## src/design/lc4_settings.svh

```systemverilog
// LC4 pipeline widths and boot values
`default_nettype none
`ifndef LC4_SETTINGS_SVH
`define LC4_SETTINGS_SVH

`define LC4_WORD_W     16        // Data and address width
`define LC4_RESET_PC   16'h8200  // Boot address
`define LC4_NUM_REGS   8
`define LC4_REG_SEL_W  3

`endif
`default_nettype wire

```

## src/design/lc4_isa_pkg.sv

```systemverilog
// LC4 instruction encodings
`include "lc4_settings.svh"
`default_nettype none

package lc4_isa_pkg;

   // Opcodes in insn[15:12], only the kept subset is named
   typedef enum logic [3:0] {
      OP_NOP   = 4'b0000,
      OP_ARITH = 4'b0001,  // ADD, SUB, ADD imm
      OP_LDR   = 4'b0110,
      OP_STR   = 4'b0111,
      OP_CONST = 4'b1001
   } opcode_e;

   // Arith sub-op in insn[5:3], bit 5 set means immediate form
   typedef enum logic [2:0] {
      SUB_ADD = 3'b000,
      SUB_SUB = 3'b010
   } arith_sub_e;

   typedef struct packed {
      opcode_e                   op;
      logic [`LC4_REG_SEL_W-1:0] rd;
      logic [`LC4_REG_SEL_W-1:0] rs;
      arith_sub_e                sub;
      logic [`LC4_REG_SEL_W-1:0] rt;
   } rtype_t;

   typedef struct packed {
      opcode_e                   op;
      logic [`LC4_REG_SEL_W-1:0] rd;
      logic [`LC4_REG_SEL_W-1:0] rs;
      logic [5:0]                imm6;  // imm5 and imm9 are cut from here
   } itype_t;

   // Same word, register view or immediate view
   typedef union packed {
      rtype_t rtype;
      itype_t itype;
   } insn_u;

endpackage
`default_nettype wire

```

## src/design/lc4_pipe_pkg.sv

```systemverilog
// LC4 pipeline control types
`include "lc4_settings.svh"
`default_nettype none

package lc4_pipe_pkg;

   typedef struct packed {
      logic [`LC4_REG_SEL_W-1:0] r1sel;       // rs
      logic                      r1re;
      logic [`LC4_REG_SEL_W-1:0] r2sel;       // rt, or store data reg
      logic                      r2re;
      logic [`LC4_REG_SEL_W-1:0] wsel;
      logic                      regfile_we;
      logic                      nzp_we;
      logic                      is_load;
      logic                      is_store;
      logic                      valid;       // Low for bubbles and empty slots
   } ctrl_t;

   // Operand source in X
   typedef enum logic [1:0] {BYP_REG = 2'd0, BYP_M = 2'd1, BYP_W = 2'd2} byp_e;

endpackage
`default_nettype wire

```

## src/design/lc4_hazard_if.sv

```systemverilog
// Hazard information between pipeline stages
`timescale 1ns/1ps
`include "lc4_settings.svh"
`default_nettype none

interface lc4_hazard_if;
   logic [`LC4_REG_SEL_W-1:0] d_r1sel, d_r2sel;
   logic                      d_r1re, d_r2re, d_is_store;
   logic [`LC4_REG_SEL_W-1:0] x_wsel, x_r1sel, x_r2sel;
   logic                      x_regfile_we, x_is_load;
   logic [`LC4_REG_SEL_W-1:0] m_wsel, m_r2sel, w_wsel;
   logic                      m_regfile_we, m_is_store, w_regfile_we;
   logic                      stall;           // Load-use, hold F and D
   lc4_pipe_pkg::byp_e        byp_rs, byp_rt;  // X operand sources
   logic                      byp_st;          // W data into M store

   modport decode  (output d_r1sel, d_r1re, d_r2sel, d_r2re, d_is_store, input stall);
   modport execute (output x_wsel, x_regfile_we, x_is_load, x_r1sel, x_r2sel,
                    input stall, byp_rs, byp_rt);
   modport memwb   (output m_wsel, m_regfile_we, m_is_store, m_r2sel, w_wsel, w_regfile_we,
                    input byp_st);
   modport ctrl    (input d_r1sel, d_r1re, d_r2sel, d_r2re, d_is_store,
                    x_wsel, x_regfile_we, x_is_load, x_r1sel, x_r2sel,
                    m_wsel, m_regfile_we, m_is_store, m_r2sel, w_wsel, w_regfile_we,
                    output stall, byp_rs, byp_rt, byp_st);
endinterface
`default_nettype wire

```

## src/design/lc4_hazard_ctrl.sv

```systemverilog
// Load-use stall and bypass select
`timescale 1ns/1ps
`include "lc4_settings.svh"
`default_nettype none

module lc4_hazard_ctrl (
   lc4_hazard_if.ctrl hz
);

   // Youngest producer wins, M before W
   function automatic lc4_pipe_pkg::byp_e pick_src(
      input logic [`LC4_REG_SEL_W-1:0] sel,
      input logic                      m_we,
      input logic [`LC4_REG_SEL_W-1:0] m_wsel,
      input logic                      w_we,
      input logic [`LC4_REG_SEL_W-1:0] w_wsel
   );
      if (m_we && m_wsel == sel)
         return lc4_pipe_pkg::BYP_M;
      else if (w_we && w_wsel == sel)
         return lc4_pipe_pkg::BYP_W;
      else
         return lc4_pipe_pkg::BYP_REG;
   endfunction

   logic hit_r1, hit_r2;

   // Store data is exempt, it is picked up from W in M instead
   assign hit_r1 = hz.d_r1re && (hz.d_r1sel == hz.x_wsel);
   assign hit_r2 = hz.d_r2re && (hz.d_r2sel == hz.x_wsel) && !hz.d_is_store;
   assign hz.stall = hz.x_is_load && hz.x_regfile_we && (hit_r1 || hit_r2);

   always_comb begin
      hz.byp_rs = pick_src(hz.x_r1sel, hz.m_regfile_we, hz.m_wsel, hz.w_regfile_we, hz.w_wsel);
      hz.byp_rt = pick_src(hz.x_r2sel, hz.m_regfile_we, hz.m_wsel, hz.w_regfile_we, hz.w_wsel);
   end

   assign hz.byp_st = hz.w_regfile_we && hz.m_is_store && (hz.w_wsel == hz.m_r2sel); // WM

endmodule
`default_nettype wire

```

## src/design/lc4_fetch_decode.sv

```systemverilog
// Fetch, decode latch, decoder and register file
`timescale 1ns/1ps
`include "lc4_settings.svh"
`default_nettype none

module lc4_fetch_decode (
   input  wire                            gwe,
   input  wire                            i_rst_n,
   input  wire  [`LC4_WORD_W-1:0]         i_imem_data,
   input  wire                            i_wb_we,
   input  wire  [`LC4_REG_SEL_W-1:0]      i_wb_wsel,
   input  wire  [`LC4_WORD_W-1:0]         i_wb_data,
   output logic [`LC4_WORD_W-1:0]         o_imem_addr,
   output lc4_pipe_pkg::ctrl_t            o_d_ctrl,
   output logic [`LC4_WORD_W-1:0]         o_d_pc,
   output lc4_isa_pkg::insn_u             o_d_insn,
   output logic [`LC4_WORD_W-1:0]         o_rs_data,
   output logic [`LC4_WORD_W-1:0]         o_rt_data,
   lc4_hazard_if.decode                   hz
);

   logic [`LC4_WORD_W-1:0] pc;
   logic                   d_valid;
   logic [`LC4_WORD_W-1:0] regs [`LC4_NUM_REGS];

   always_ff @(posedge gwe) begin
      if (!i_rst_n) begin
         pc      <= `LC4_RESET_PC;
         d_valid <= 1'b0;
      end else if (!hz.stall) begin
         pc      <= pc + `LC4_WORD_W'(1);  // No redirects in this subset
         d_valid <= 1'b1;
      end
   end

   always_ff @(posedge gwe) begin
      if (!hz.stall) begin  // D holds its insn on load-use
         o_d_insn <= i_imem_data;
         o_d_pc   <= pc;
      end
   end

   assign o_imem_addr = pc;

   always_comb begin
      o_d_ctrl       = '0;
      o_d_ctrl.valid = d_valid;
      o_d_ctrl.r1sel = o_d_insn.rtype.rs;
      o_d_ctrl.r2sel = o_d_insn.rtype.rt;
      o_d_ctrl.wsel  = o_d_insn.rtype.rd;
      if (d_valid) begin
         case (o_d_insn.rtype.op)
            lc4_isa_pkg::OP_ARITH: begin
               // Imm form, or register form with a supported sub-op
               if (o_d_insn.itype.imm6[5] || o_d_insn.rtype.sub == lc4_isa_pkg::SUB_ADD ||
                   o_d_insn.rtype.sub == lc4_isa_pkg::SUB_SUB) begin
                  o_d_ctrl.r1re       = 1'b1;
                  o_d_ctrl.r2re       = !o_d_insn.itype.imm6[5];
                  o_d_ctrl.regfile_we = 1'b1;
                  o_d_ctrl.nzp_we     = 1'b1;
               end
            end
            lc4_isa_pkg::OP_CONST: begin
               o_d_ctrl.regfile_we = 1'b1;
               o_d_ctrl.nzp_we     = 1'b1;
            end
            lc4_isa_pkg::OP_LDR: begin
               o_d_ctrl.r1re       = 1'b1;  // Base
               o_d_ctrl.regfile_we = 1'b1;
               o_d_ctrl.nzp_we     = 1'b1;
               o_d_ctrl.is_load    = 1'b1;
            end
            lc4_isa_pkg::OP_STR: begin
               o_d_ctrl.r1re     = 1'b1;
               o_d_ctrl.r2sel    = o_d_insn.rtype.rd;  // Store data sits in rd field
               o_d_ctrl.r2re     = 1'b1;
               o_d_ctrl.is_store = 1'b1;
            end
            default: ;  // Retires as NOP
         endcase
      end
   end

   always_ff @(posedge gwe) begin
      if (i_wb_we)
         regs[i_wb_wsel] <= i_wb_data;
   end

   // Same-cycle write forwarded to the reads
   assign o_rs_data = (i_wb_we && i_wb_wsel == o_d_ctrl.r1sel) ? i_wb_data : regs[o_d_ctrl.r1sel];
   assign o_rt_data = (i_wb_we && i_wb_wsel == o_d_ctrl.r2sel) ? i_wb_data : regs[o_d_ctrl.r2sel];

   assign hz.d_r1sel    = o_d_ctrl.r1sel;
   assign hz.d_r1re     = o_d_ctrl.r1re;
   assign hz.d_r2sel    = o_d_ctrl.r2sel;
   assign hz.d_r2re     = o_d_ctrl.r2re;
   assign hz.d_is_store = o_d_ctrl.is_store;

endmodule
`default_nettype wire

```

## src/design/lc4_execute.sv

```systemverilog
// Execute stage, bypass muxes and ALU
`timescale 1ns/1ps
`include "lc4_settings.svh"
`default_nettype none

module lc4_execute (
   input  wire                            gwe,
   input  wire                            i_rst_n,
   input  wire  lc4_pipe_pkg::ctrl_t      i_d_ctrl,
   input  wire  [`LC4_WORD_W-1:0]         i_d_pc,
   input  wire  lc4_isa_pkg::insn_u       i_d_insn,
   input  wire  [`LC4_WORD_W-1:0]         i_rs_data,
   input  wire  [`LC4_WORD_W-1:0]         i_rt_data,
   input  wire  [`LC4_WORD_W-1:0]         i_m_alu,
   input  wire  [`LC4_WORD_W-1:0]         i_w_data,
   output lc4_pipe_pkg::ctrl_t            o_x_ctrl,
   output logic [`LC4_WORD_W-1:0]         o_x_pc,
   output logic [`LC4_WORD_W-1:0]         o_x_alu,
   output logic [2:0]                     o_x_nzp,
   output logic [`LC4_WORD_W-1:0]         o_x_rt,
   lc4_hazard_if.execute                  hz
);

   lc4_isa_pkg::insn_u     x_insn;
   logic [`LC4_WORD_W-1:0] x_rs, x_rt, rs_op;
   logic [`LC4_WORD_W-1:0] imm5_sx, imm6_sx, imm9_sx, arith_b;

   always_ff @(posedge gwe) begin
      if (!i_rst_n || hz.stall)
         o_x_ctrl <= '0;  // Bubble on load-use
      else
         o_x_ctrl <= i_d_ctrl;
   end

   always_ff @(posedge gwe) begin
      o_x_pc <= i_d_pc;
      x_insn <= i_d_insn;
      x_rs   <= i_rs_data;
      x_rt   <= i_rt_data;
   end

   always_comb begin
      case (hz.byp_rs)
         lc4_pipe_pkg::BYP_M: rs_op = i_m_alu;   // MX
         lc4_pipe_pkg::BYP_W: rs_op = i_w_data;  // WX
         default:             rs_op = x_rs;
      endcase
      case (hz.byp_rt)
         lc4_pipe_pkg::BYP_M: o_x_rt = i_m_alu;
         lc4_pipe_pkg::BYP_W: o_x_rt = i_w_data;
         default:             o_x_rt = x_rt;
      endcase
   end

   assign imm5_sx = {{11{x_insn.itype.imm6[4]}}, x_insn.itype.imm6[4:0]};
   assign imm6_sx = {{10{x_insn.itype.imm6[5]}}, x_insn.itype.imm6};
   assign imm9_sx = {{7{x_insn.itype.rs[2]}}, x_insn.itype.rs, x_insn.itype.imm6};
   assign arith_b = x_insn.itype.imm6[5] ? imm5_sx : o_x_rt;

   always_comb begin
      case (x_insn.rtype.op)
         lc4_isa_pkg::OP_ARITH:
            if (!x_insn.itype.imm6[5] && x_insn.rtype.sub == lc4_isa_pkg::SUB_SUB)
               o_x_alu = rs_op - arith_b;
            else
               o_x_alu = rs_op + arith_b;
         lc4_isa_pkg::OP_CONST: o_x_alu = imm9_sx;
         lc4_isa_pkg::OP_LDR,
         lc4_isa_pkg::OP_STR:   o_x_alu = rs_op + imm6_sx;  // Effective address
         default:               o_x_alu = '0;
      endcase
   end

   assign o_x_nzp = {o_x_alu[15], o_x_alu == '0, !o_x_alu[15] && o_x_alu != '0};

   assign hz.x_wsel       = o_x_ctrl.wsel;
   assign hz.x_regfile_we = o_x_ctrl.regfile_we;
   assign hz.x_is_load    = o_x_ctrl.is_load;
   assign hz.x_r1sel      = o_x_ctrl.r1sel;
   assign hz.x_r2sel      = o_x_ctrl.r2sel;

endmodule
`default_nettype wire

```

## src/design/lc4_memory_wb.sv

```systemverilog
// Memory and writeback stages
`timescale 1ns/1ps
`include "lc4_settings.svh"
`default_nettype none

module lc4_memory_wb (
   input  wire                            gwe,
   input  wire                            i_rst_n,
   input  wire  lc4_pipe_pkg::ctrl_t      i_x_ctrl,
   input  wire  [`LC4_WORD_W-1:0]         i_x_pc,
   input  wire  [`LC4_WORD_W-1:0]         i_x_alu,
   input  wire  [2:0]                     i_x_nzp,
   input  wire  [`LC4_WORD_W-1:0]         i_x_rt,
   input  wire  [`LC4_WORD_W-1:0]         i_dmem_rdata,
   output logic [`LC4_WORD_W-1:0]         o_dmem_addr,
   output logic                           o_dmem_we,
   output logic [`LC4_WORD_W-1:0]         o_dmem_wdata,
   output logic [`LC4_WORD_W-1:0]         o_m_alu,
   output logic                           o_wb_valid,
   output logic [`LC4_WORD_W-1:0]         o_wb_pc,
   output logic                           o_wb_we,
   output logic [`LC4_REG_SEL_W-1:0]      o_wb_wsel,
   output logic [`LC4_WORD_W-1:0]         o_wb_data,
   output logic                           o_wb_nzp_we,
   output logic [2:0]                     o_wb_nzp,
   lc4_hazard_if.memwb                    hz
);

   lc4_pipe_pkg::ctrl_t    m_ctrl, w_ctrl;
   logic [`LC4_WORD_W-1:0] m_pc, m_rt, w_alu, w_rdata;
   logic [2:0]             m_nzp, w_nzp, ld_nzp;

   always_ff @(posedge gwe) begin
      if (!i_rst_n) begin
         m_ctrl <= '0;
         w_ctrl <= '0;
      end else begin
         m_ctrl <= i_x_ctrl;
         w_ctrl <= m_ctrl;
      end
   end

   always_ff @(posedge gwe) begin
      m_pc    <= i_x_pc;
      o_m_alu <= i_x_alu;
      m_nzp   <= i_x_nzp;
      m_rt    <= i_x_rt;
      o_wb_pc <= m_pc;
      w_alu   <= o_m_alu;
      w_nzp   <= m_nzp;
      w_rdata <= i_dmem_rdata;  // Load data taken at the end of M
   end

   // Data memory port belongs to the insn in M
   assign o_dmem_addr  = (m_ctrl.is_load || m_ctrl.is_store) ? o_m_alu : '0;
   assign o_dmem_we    = m_ctrl.is_store;
   assign o_dmem_wdata = hz.byp_st ? o_wb_data : m_rt;  // WM bypass

   // Loads get NZP from the loaded word
   assign ld_nzp = {w_rdata[15], w_rdata == '0, !w_rdata[15] && w_rdata != '0};

   assign o_wb_valid  = w_ctrl.valid;
   assign o_wb_we     = w_ctrl.regfile_we;
   assign o_wb_wsel   = w_ctrl.wsel;
   assign o_wb_data   = w_ctrl.is_load ? w_rdata : w_alu;
   assign o_wb_nzp_we = w_ctrl.nzp_we;
   assign o_wb_nzp    = w_ctrl.is_load ? ld_nzp : w_nzp;

   assign hz.m_wsel       = m_ctrl.wsel;
   assign hz.m_regfile_we = m_ctrl.regfile_we;
   assign hz.m_is_store   = m_ctrl.is_store;
   assign hz.m_r2sel      = m_ctrl.r2sel;   // Store data reg
   assign hz.w_wsel       = w_ctrl.wsel;
   assign hz.w_regfile_we = w_ctrl.regfile_we;

endmodule
`default_nettype wire

```

## src/design/lc4_core.sv

```systemverilog
// LC4 five-stage pipeline top
`timescale 1ns/1ps
`include "lc4_settings.svh"
`default_nettype none

module lc4_core (
   input  wire                       gwe,
   input  wire                       i_rst_n,
   input  wire  [`LC4_WORD_W-1:0]    i_imem_data,
   input  wire  [`LC4_WORD_W-1:0]    i_dmem_rdata,
   output wire  [`LC4_WORD_W-1:0]    o_imem_addr,
   output wire  [`LC4_WORD_W-1:0]    o_dmem_addr,
   output wire                       o_dmem_we,
   output wire  [`LC4_WORD_W-1:0]    o_dmem_wdata,
   output wire                       o_wb_valid,   // Retirement trace
   output wire  [`LC4_WORD_W-1:0]    o_wb_pc,
   output wire                       o_wb_we,
   output wire  [`LC4_REG_SEL_W-1:0] o_wb_wsel,
   output wire  [`LC4_WORD_W-1:0]    o_wb_data,
   output wire                       o_wb_nzp_we,
   output wire  [2:0]                o_wb_nzp
);

   lc4_hazard_if hz ();

   lc4_pipe_pkg::ctrl_t    d_ctrl, x_ctrl;
   lc4_isa_pkg::insn_u     d_insn;
   logic [`LC4_WORD_W-1:0] d_pc, rs_data, rt_data;
   logic [`LC4_WORD_W-1:0] x_pc, x_alu, x_rt;
   logic [`LC4_WORD_W-1:0] m_alu;    // MX bypass source
   logic [2:0]             x_nzp;

   lc4_hazard_ctrl u_hazard (
      .hz (hz.ctrl)
   );

   // W writes back into the register file in D
   lc4_fetch_decode u_fetch_decode (
      .gwe         (gwe),
      .i_rst_n     (i_rst_n),
      .i_imem_data (i_imem_data),
      .i_wb_we     (o_wb_we),
      .i_wb_wsel   (o_wb_wsel),
      .i_wb_data   (o_wb_data),
      .o_imem_addr (o_imem_addr),
      .o_d_ctrl    (d_ctrl),
      .o_d_pc      (d_pc),
      .o_d_insn    (d_insn),
      .o_rs_data   (rs_data),
      .o_rt_data   (rt_data),
      .hz          (hz.decode)
   );

   lc4_execute u_execute (
      .gwe       (gwe),
      .i_rst_n   (i_rst_n),
      .i_d_ctrl  (d_ctrl),
      .i_d_pc    (d_pc),
      .i_d_insn  (d_insn),
      .i_rs_data (rs_data),
      .i_rt_data (rt_data),
      .i_m_alu   (m_alu),
      .i_w_data  (o_wb_data),  // WX bypass source
      .o_x_ctrl  (x_ctrl),
      .o_x_pc    (x_pc),
      .o_x_alu   (x_alu),
      .o_x_nzp   (x_nzp),
      .o_x_rt    (x_rt),
      .hz        (hz.execute)
   );

   lc4_memory_wb u_memory_wb (
      .gwe          (gwe),
      .i_rst_n      (i_rst_n),
      .i_x_ctrl     (x_ctrl),
      .i_x_pc       (x_pc),
      .i_x_alu      (x_alu),
      .i_x_nzp      (x_nzp),
      .i_x_rt       (x_rt),
      .i_dmem_rdata (i_dmem_rdata),
      .o_dmem_addr  (o_dmem_addr),
      .o_dmem_we    (o_dmem_we),
      .o_dmem_wdata (o_dmem_wdata),
      .o_m_alu      (m_alu),
      .o_wb_valid   (o_wb_valid),
      .o_wb_pc      (o_wb_pc),
      .o_wb_we      (o_wb_we),
      .o_wb_wsel    (o_wb_wsel),
      .o_wb_data    (o_wb_data),
      .o_wb_nzp_we  (o_wb_nzp_we),
      .o_wb_nzp     (o_wb_nzp),
      .hz           (hz.memwb)
   );

endmodule
`default_nettype wire

```

## config.mk

```make
export PLATFORM = sky130hd
export DESIGN_NAME = lc4_core
export DESIGN_NICKNAME = d
export VERILOG_FILES = /design/src/design/lc4_isa_pkg.sv /design/src/design/lc4_pipe_pkg.sv /design/src/design/lc4_hazard_if.sv /design/src/design/lc4_hazard_ctrl.sv /design/src/design/lc4_fetch_decode.sv /design/src/design/lc4_execute.sv /design/src/design/lc4_memory_wb.sv /design/src/design/lc4_core.sv
export VERILOG_INCLUDE_DIRS = /design/src /design/src/design
export SDC_FILE = /design/constraint.sdc
export NUM_CORES = 1
export LEC_CHECK = 0
export BUFFER_PORTS_ARGS = -buffer_cell sky130_fd_sc_hd__buf_2
export CORE_AREA = 2 2 193 176
export CTS_CLUSTER_SIZE = 25
export DETAILED_ROUTE_END_ITERATION = 10
export DIE_AREA = 0 0 195 178
export HOLD_SLACK_MARGIN = 0.06
export REMOVE_ABC_BUFFERS = 1
export SLEW_MARGIN = 20
export SYNTH_ARGS = -nofsm -noshare
export SYNTH_HDL_FRONTEND = slang
export SYNTH_SLANG_ARGS = --single-unit
```

## constraint.sdc

```tcl
create_clock -name gwe -period 5.5 [get_ports gwe]
set_clock_uncertainty 0.2 [all_clocks]
set_input_delay 0.275 -clock gwe [delete_from_list [all_inputs] [get_ports gwe]]
set_output_delay 0.275 -clock gwe [all_outputs]
set_load 0.05 [all_outputs]
```

==> results.tsv <==
stage	metric	value	unit
die	io_pins	124	
finish	drive_gt1_share	36.7	%
pwr	internal_power	4.57	mW
die	start_util	44.5	%
pwr	irDropWorstVdd	0.272	mV
clock_tree	tritoncts	done	
pwr	p_sw_share	26.3	%
sta	setup_viol	6	
pwr	power_density	336	nW/um^2
die	die_w	195	um
outcome	violations	negative setup slack	
clock_tree	cts.sinks	338	
finish	nNetsFinal	1473	
global_routing	track_usage	23.2	%
finish	final_util	56.6	%
route	first_iter_violations	853	
flow_run	drv_cap	0	
yosys	yosys_warnings	0	
sta	finalCritPeriodShare	104	%
sta	fin_ws	-232	ps
finish	final_cells	1871	
die	die_y	178	um
route	wl_per_cell	21.5	um
die	rows	63	
route	wirelength	40200	um
route	dr.pass1.iters	5	
critical_path	crit_arrival	5920	ps
yosys	synth_ff_type	dfxtp_1	
sta	rsz0062_at_grt	yes	
sta	setup_tns	-776	ps
yosys	ys_seq_elements	338	
sta	hold_slack	117	ps
yosys	synthTopCellsByCount	178 x dfxtp_1, 160 x edfxtp_1, 94 x nand2_1, 64 x mux4_2, 54 x o21ai_0	
critical_path	worstPathMaxFanout	6	
pwr	p_clk_share	37.2	%
route	drc_errors	0	
yosys	muxShareOfSynthArea	15.2	%
critical_path	critPathKind	reg2reg	
global_routing	grt_max_degree	47	
yosys	synth_area	14500	um^2
clock_tree	cts.clk_slew.worst_paths	60	ps
place	place_inst	1751	
pwr	power_frac_comb	17.4	%
yosys	synth_area_leaders	edfxtp_1 33%, dfxtp_1 25%, mux4_2 9.9%	
yosys	yosys.cell_count.top_type	dfxtp_1	
global_routing	globalRouteOverflowTotal	0	
place	dp_hpwl	28300	um
die	core	32600	um^2
yosys	synthXorXnorAreaFrac	4.02	%
pwr	p_leak	7.40	nW
sta	worst_pin_slew	1080	ps
hold_path	min_path_type	reg2reg	
place	gp_congestion	0.905	
die	dieArea	34700	um^2
global_routing	first_global_vias	10100	
route	drtAntennaViolNets	0	
pwr	p_sw	1.63	mW
critical_path	critPathCaptureType	flip-flop	
global_routing	grt_pass1_wl	60900	um
sta	post-route-min-period	5730	ps
yosys	synth_seq_area_share	57.6	%
outcome	outcome	complete, but fails checks	
yosys	synthAdderAreaFrac	1.60	%
place	io_buffer_count	123	
yosys	synth.largest_area_cell	edfxtp_1	
pwr	p_seq_share	45.4	%
sta	slew_violations	0	
clock_tree	root_buffer	clkbuf_16	
yosys	yosysUniqueCellTypes	77	
clock_tree	cts.path.max_buffers	3	
yosys	avgSynthCellArea	13.1	um^2
yosys	netlist_instances	1110	
yosys	async_flop_share	0	%
yosys	synth_edf_count	160	
sta	slew-limit-headroom	26.9	%
sta	finalHoldViolations	0	
route	avgViaCountPerCell	5.54	
yosys	yosysTopAreaCellShare	33.1	%
yosys	synth-simple-area-share	10.7	%
finish	antennaDiodeCount	0	
global_routing	grt_antenna_before_repair	0	
critical_path	critPathRequiredTime	5690	ps
sta	fmax	174	MHz
finish	area_delta_synth_final	27.2	%
yosys	synth_top_family_by_area	multiplexers	
critical_path	worstSetupStartpointType	flip-flop	
clock_tree	clkLatencyLatePin	520	ps
pwr	power	6.20	mW
route	dr_total_vias	10400	
yosys	synth-compound-area-share	8.30	%
clock_tree	numCtsBuffers	36	
clock_tree	cts_max_level	2	
[flip-flops by register name, summed over array words and instances, names as in the netlist, 13 cells and up, named ones only]
name,count
u_fetch_decode.o_d_pc,16
u_memory_wb.w_alu,16
u_execute.o_x_pc,16
u_memory_wb.w_rdata,16
u_execute.x_insn,13
u_memory_wb.m_pc,16
u_memory_wb.m_rt,16
u_fetch_decode.o_d_insn,16
u_memory_wb.o_wb_pc,16
u_memory_wb.o_m_alu,15
u_fetch_decode.o_imem_addr,16
u_fetch_decode.regs,128
[worst max-delay path, stage by stage (launching register included)]
cell and delay (ps):
dfxtp_4 390, buf_4 120, mux4_2 480, mux2i_1 230
o2111ai_1 180, nand2_1 120, ha_2 200, inv_2 50
a311oi_4 270, a32oi_4 190, buf_4 180, nor3_1 150
a22o_1 160, o31ai_1 70, buf_4 170, buf_4 140
nor3_4 180, xnor2_1 130, a21oi_1 80, ha_1 380
a21oi_2 180, o21bai_1 100, a2111o_1 440, and3_4 220
o41ai_2 310, nand4_1 150, nand2_1 90, a21oi_1 50
[routing by layer]
| layer | part of all wire, % | GRT usage (%) | routed length, um |
|---|---|---|---|
| met5 | 0 | 0 | 0 |
| met4 | 1.9 | 5.12 | 760 |
| met3 | 7.3 | 3.91 | 2920 |
| met2 | 46 | 36.4 | 18300 |
| met1 | 45 | 34.1 | 18200 |
[layout make-up]
class	count	area [um^2]
clock buffers	48	1040
multi-input cells	690	6030
flip-flops and latches	338	8370
clock inverters	18	106
inverters	22	82.6
well taps	422	528
repair buffers	333	2310
fillers	2748	14200
[power by group through the flow]
| stage | Sequential (mW) | Combinational [mW] | Clock (mW) |
|---|---|---|---|
| 3_3_place_gp | 2.87 | 0.964 | 0 |
| 3_5_place_dp | 2.87 | 0.970 | 0 |
| 5_1_grt | 2.82 | 1.16 | 2.45 |
| 2_1_floorplan | 2.87 | 0.578 | 0 |
| 4_1_cts | 2.81 | 1.04 | 2.35 |
| 6_report | 2.81 | 1.08 | 2.31 |
[layout by cell type (no fill, tap or decap), drive strengths merged, types with 13 or more instances in the layout]
| cell | count |
|---|---|
| inv | 24 |
| mux2i | 29 |
| o21ai | 54 |
| and2 | 29 |
| a21oi | 37 |
| clkbuf | 48 |
| nor2b | 18 |
| and3 | 23 |
| ha | 17 |
| mux2 | 42 |
| xnor2 | 43 |
| mux4 | 64 |
| dlygate4sd3 | 33 |
| nor3 | 13 |
| dfxtp | 178 |
| nand3 | 38 |
| buf | 300 |
| xor2 | 19 |
| clkinv | 15 |
| nand2 | 94 |
| edfxtp | 160 |
| nor2 | 39 |
[path summary, 6_finish.rpt]
kind	startpoint	to	slack, ps	depth (start not counted)
worst max register to register	flip-flop	u_memory_wb.m_nzp[0]	-230	27
worst max-delay path	flip-flop	u_memory_wb.m_nzp[0]	-230	27
worst min register to register	u_execute.o_x_pc[15]	u_memory_wb.m_pc[15]	120	0
worst min-delay path	u_execute.o_x_pc[15]	u_memory_wb.m_pc[15]	120	0
[kinds of logic after synthesis]
logic type,after synthesis
flops,338
buf+inv,82
mux,135
simple gates,302
fa+ha+maj,18
compound gates,172
xor+xnor,63
[repair_timing]
item	in CTS	in global routing
gates cloned	0	0
buffers inserted	16	6
pin swaps	26	17
hold endpoints to repair	33	0
endpoints found under the setup margin	5	7
gates resized for setup	29	26
hold buffers	33	0
[per-stage QoR]
stage	cell area, um^2	worst slack, ps
final	18500	-232
after global placement	16600	-299
after floorplan	14200	-1230
after global routing	18500	-436
after CTS	18300	-77.3
after detailed placement	16600	-469
Power figures use the tool's default switching activity.
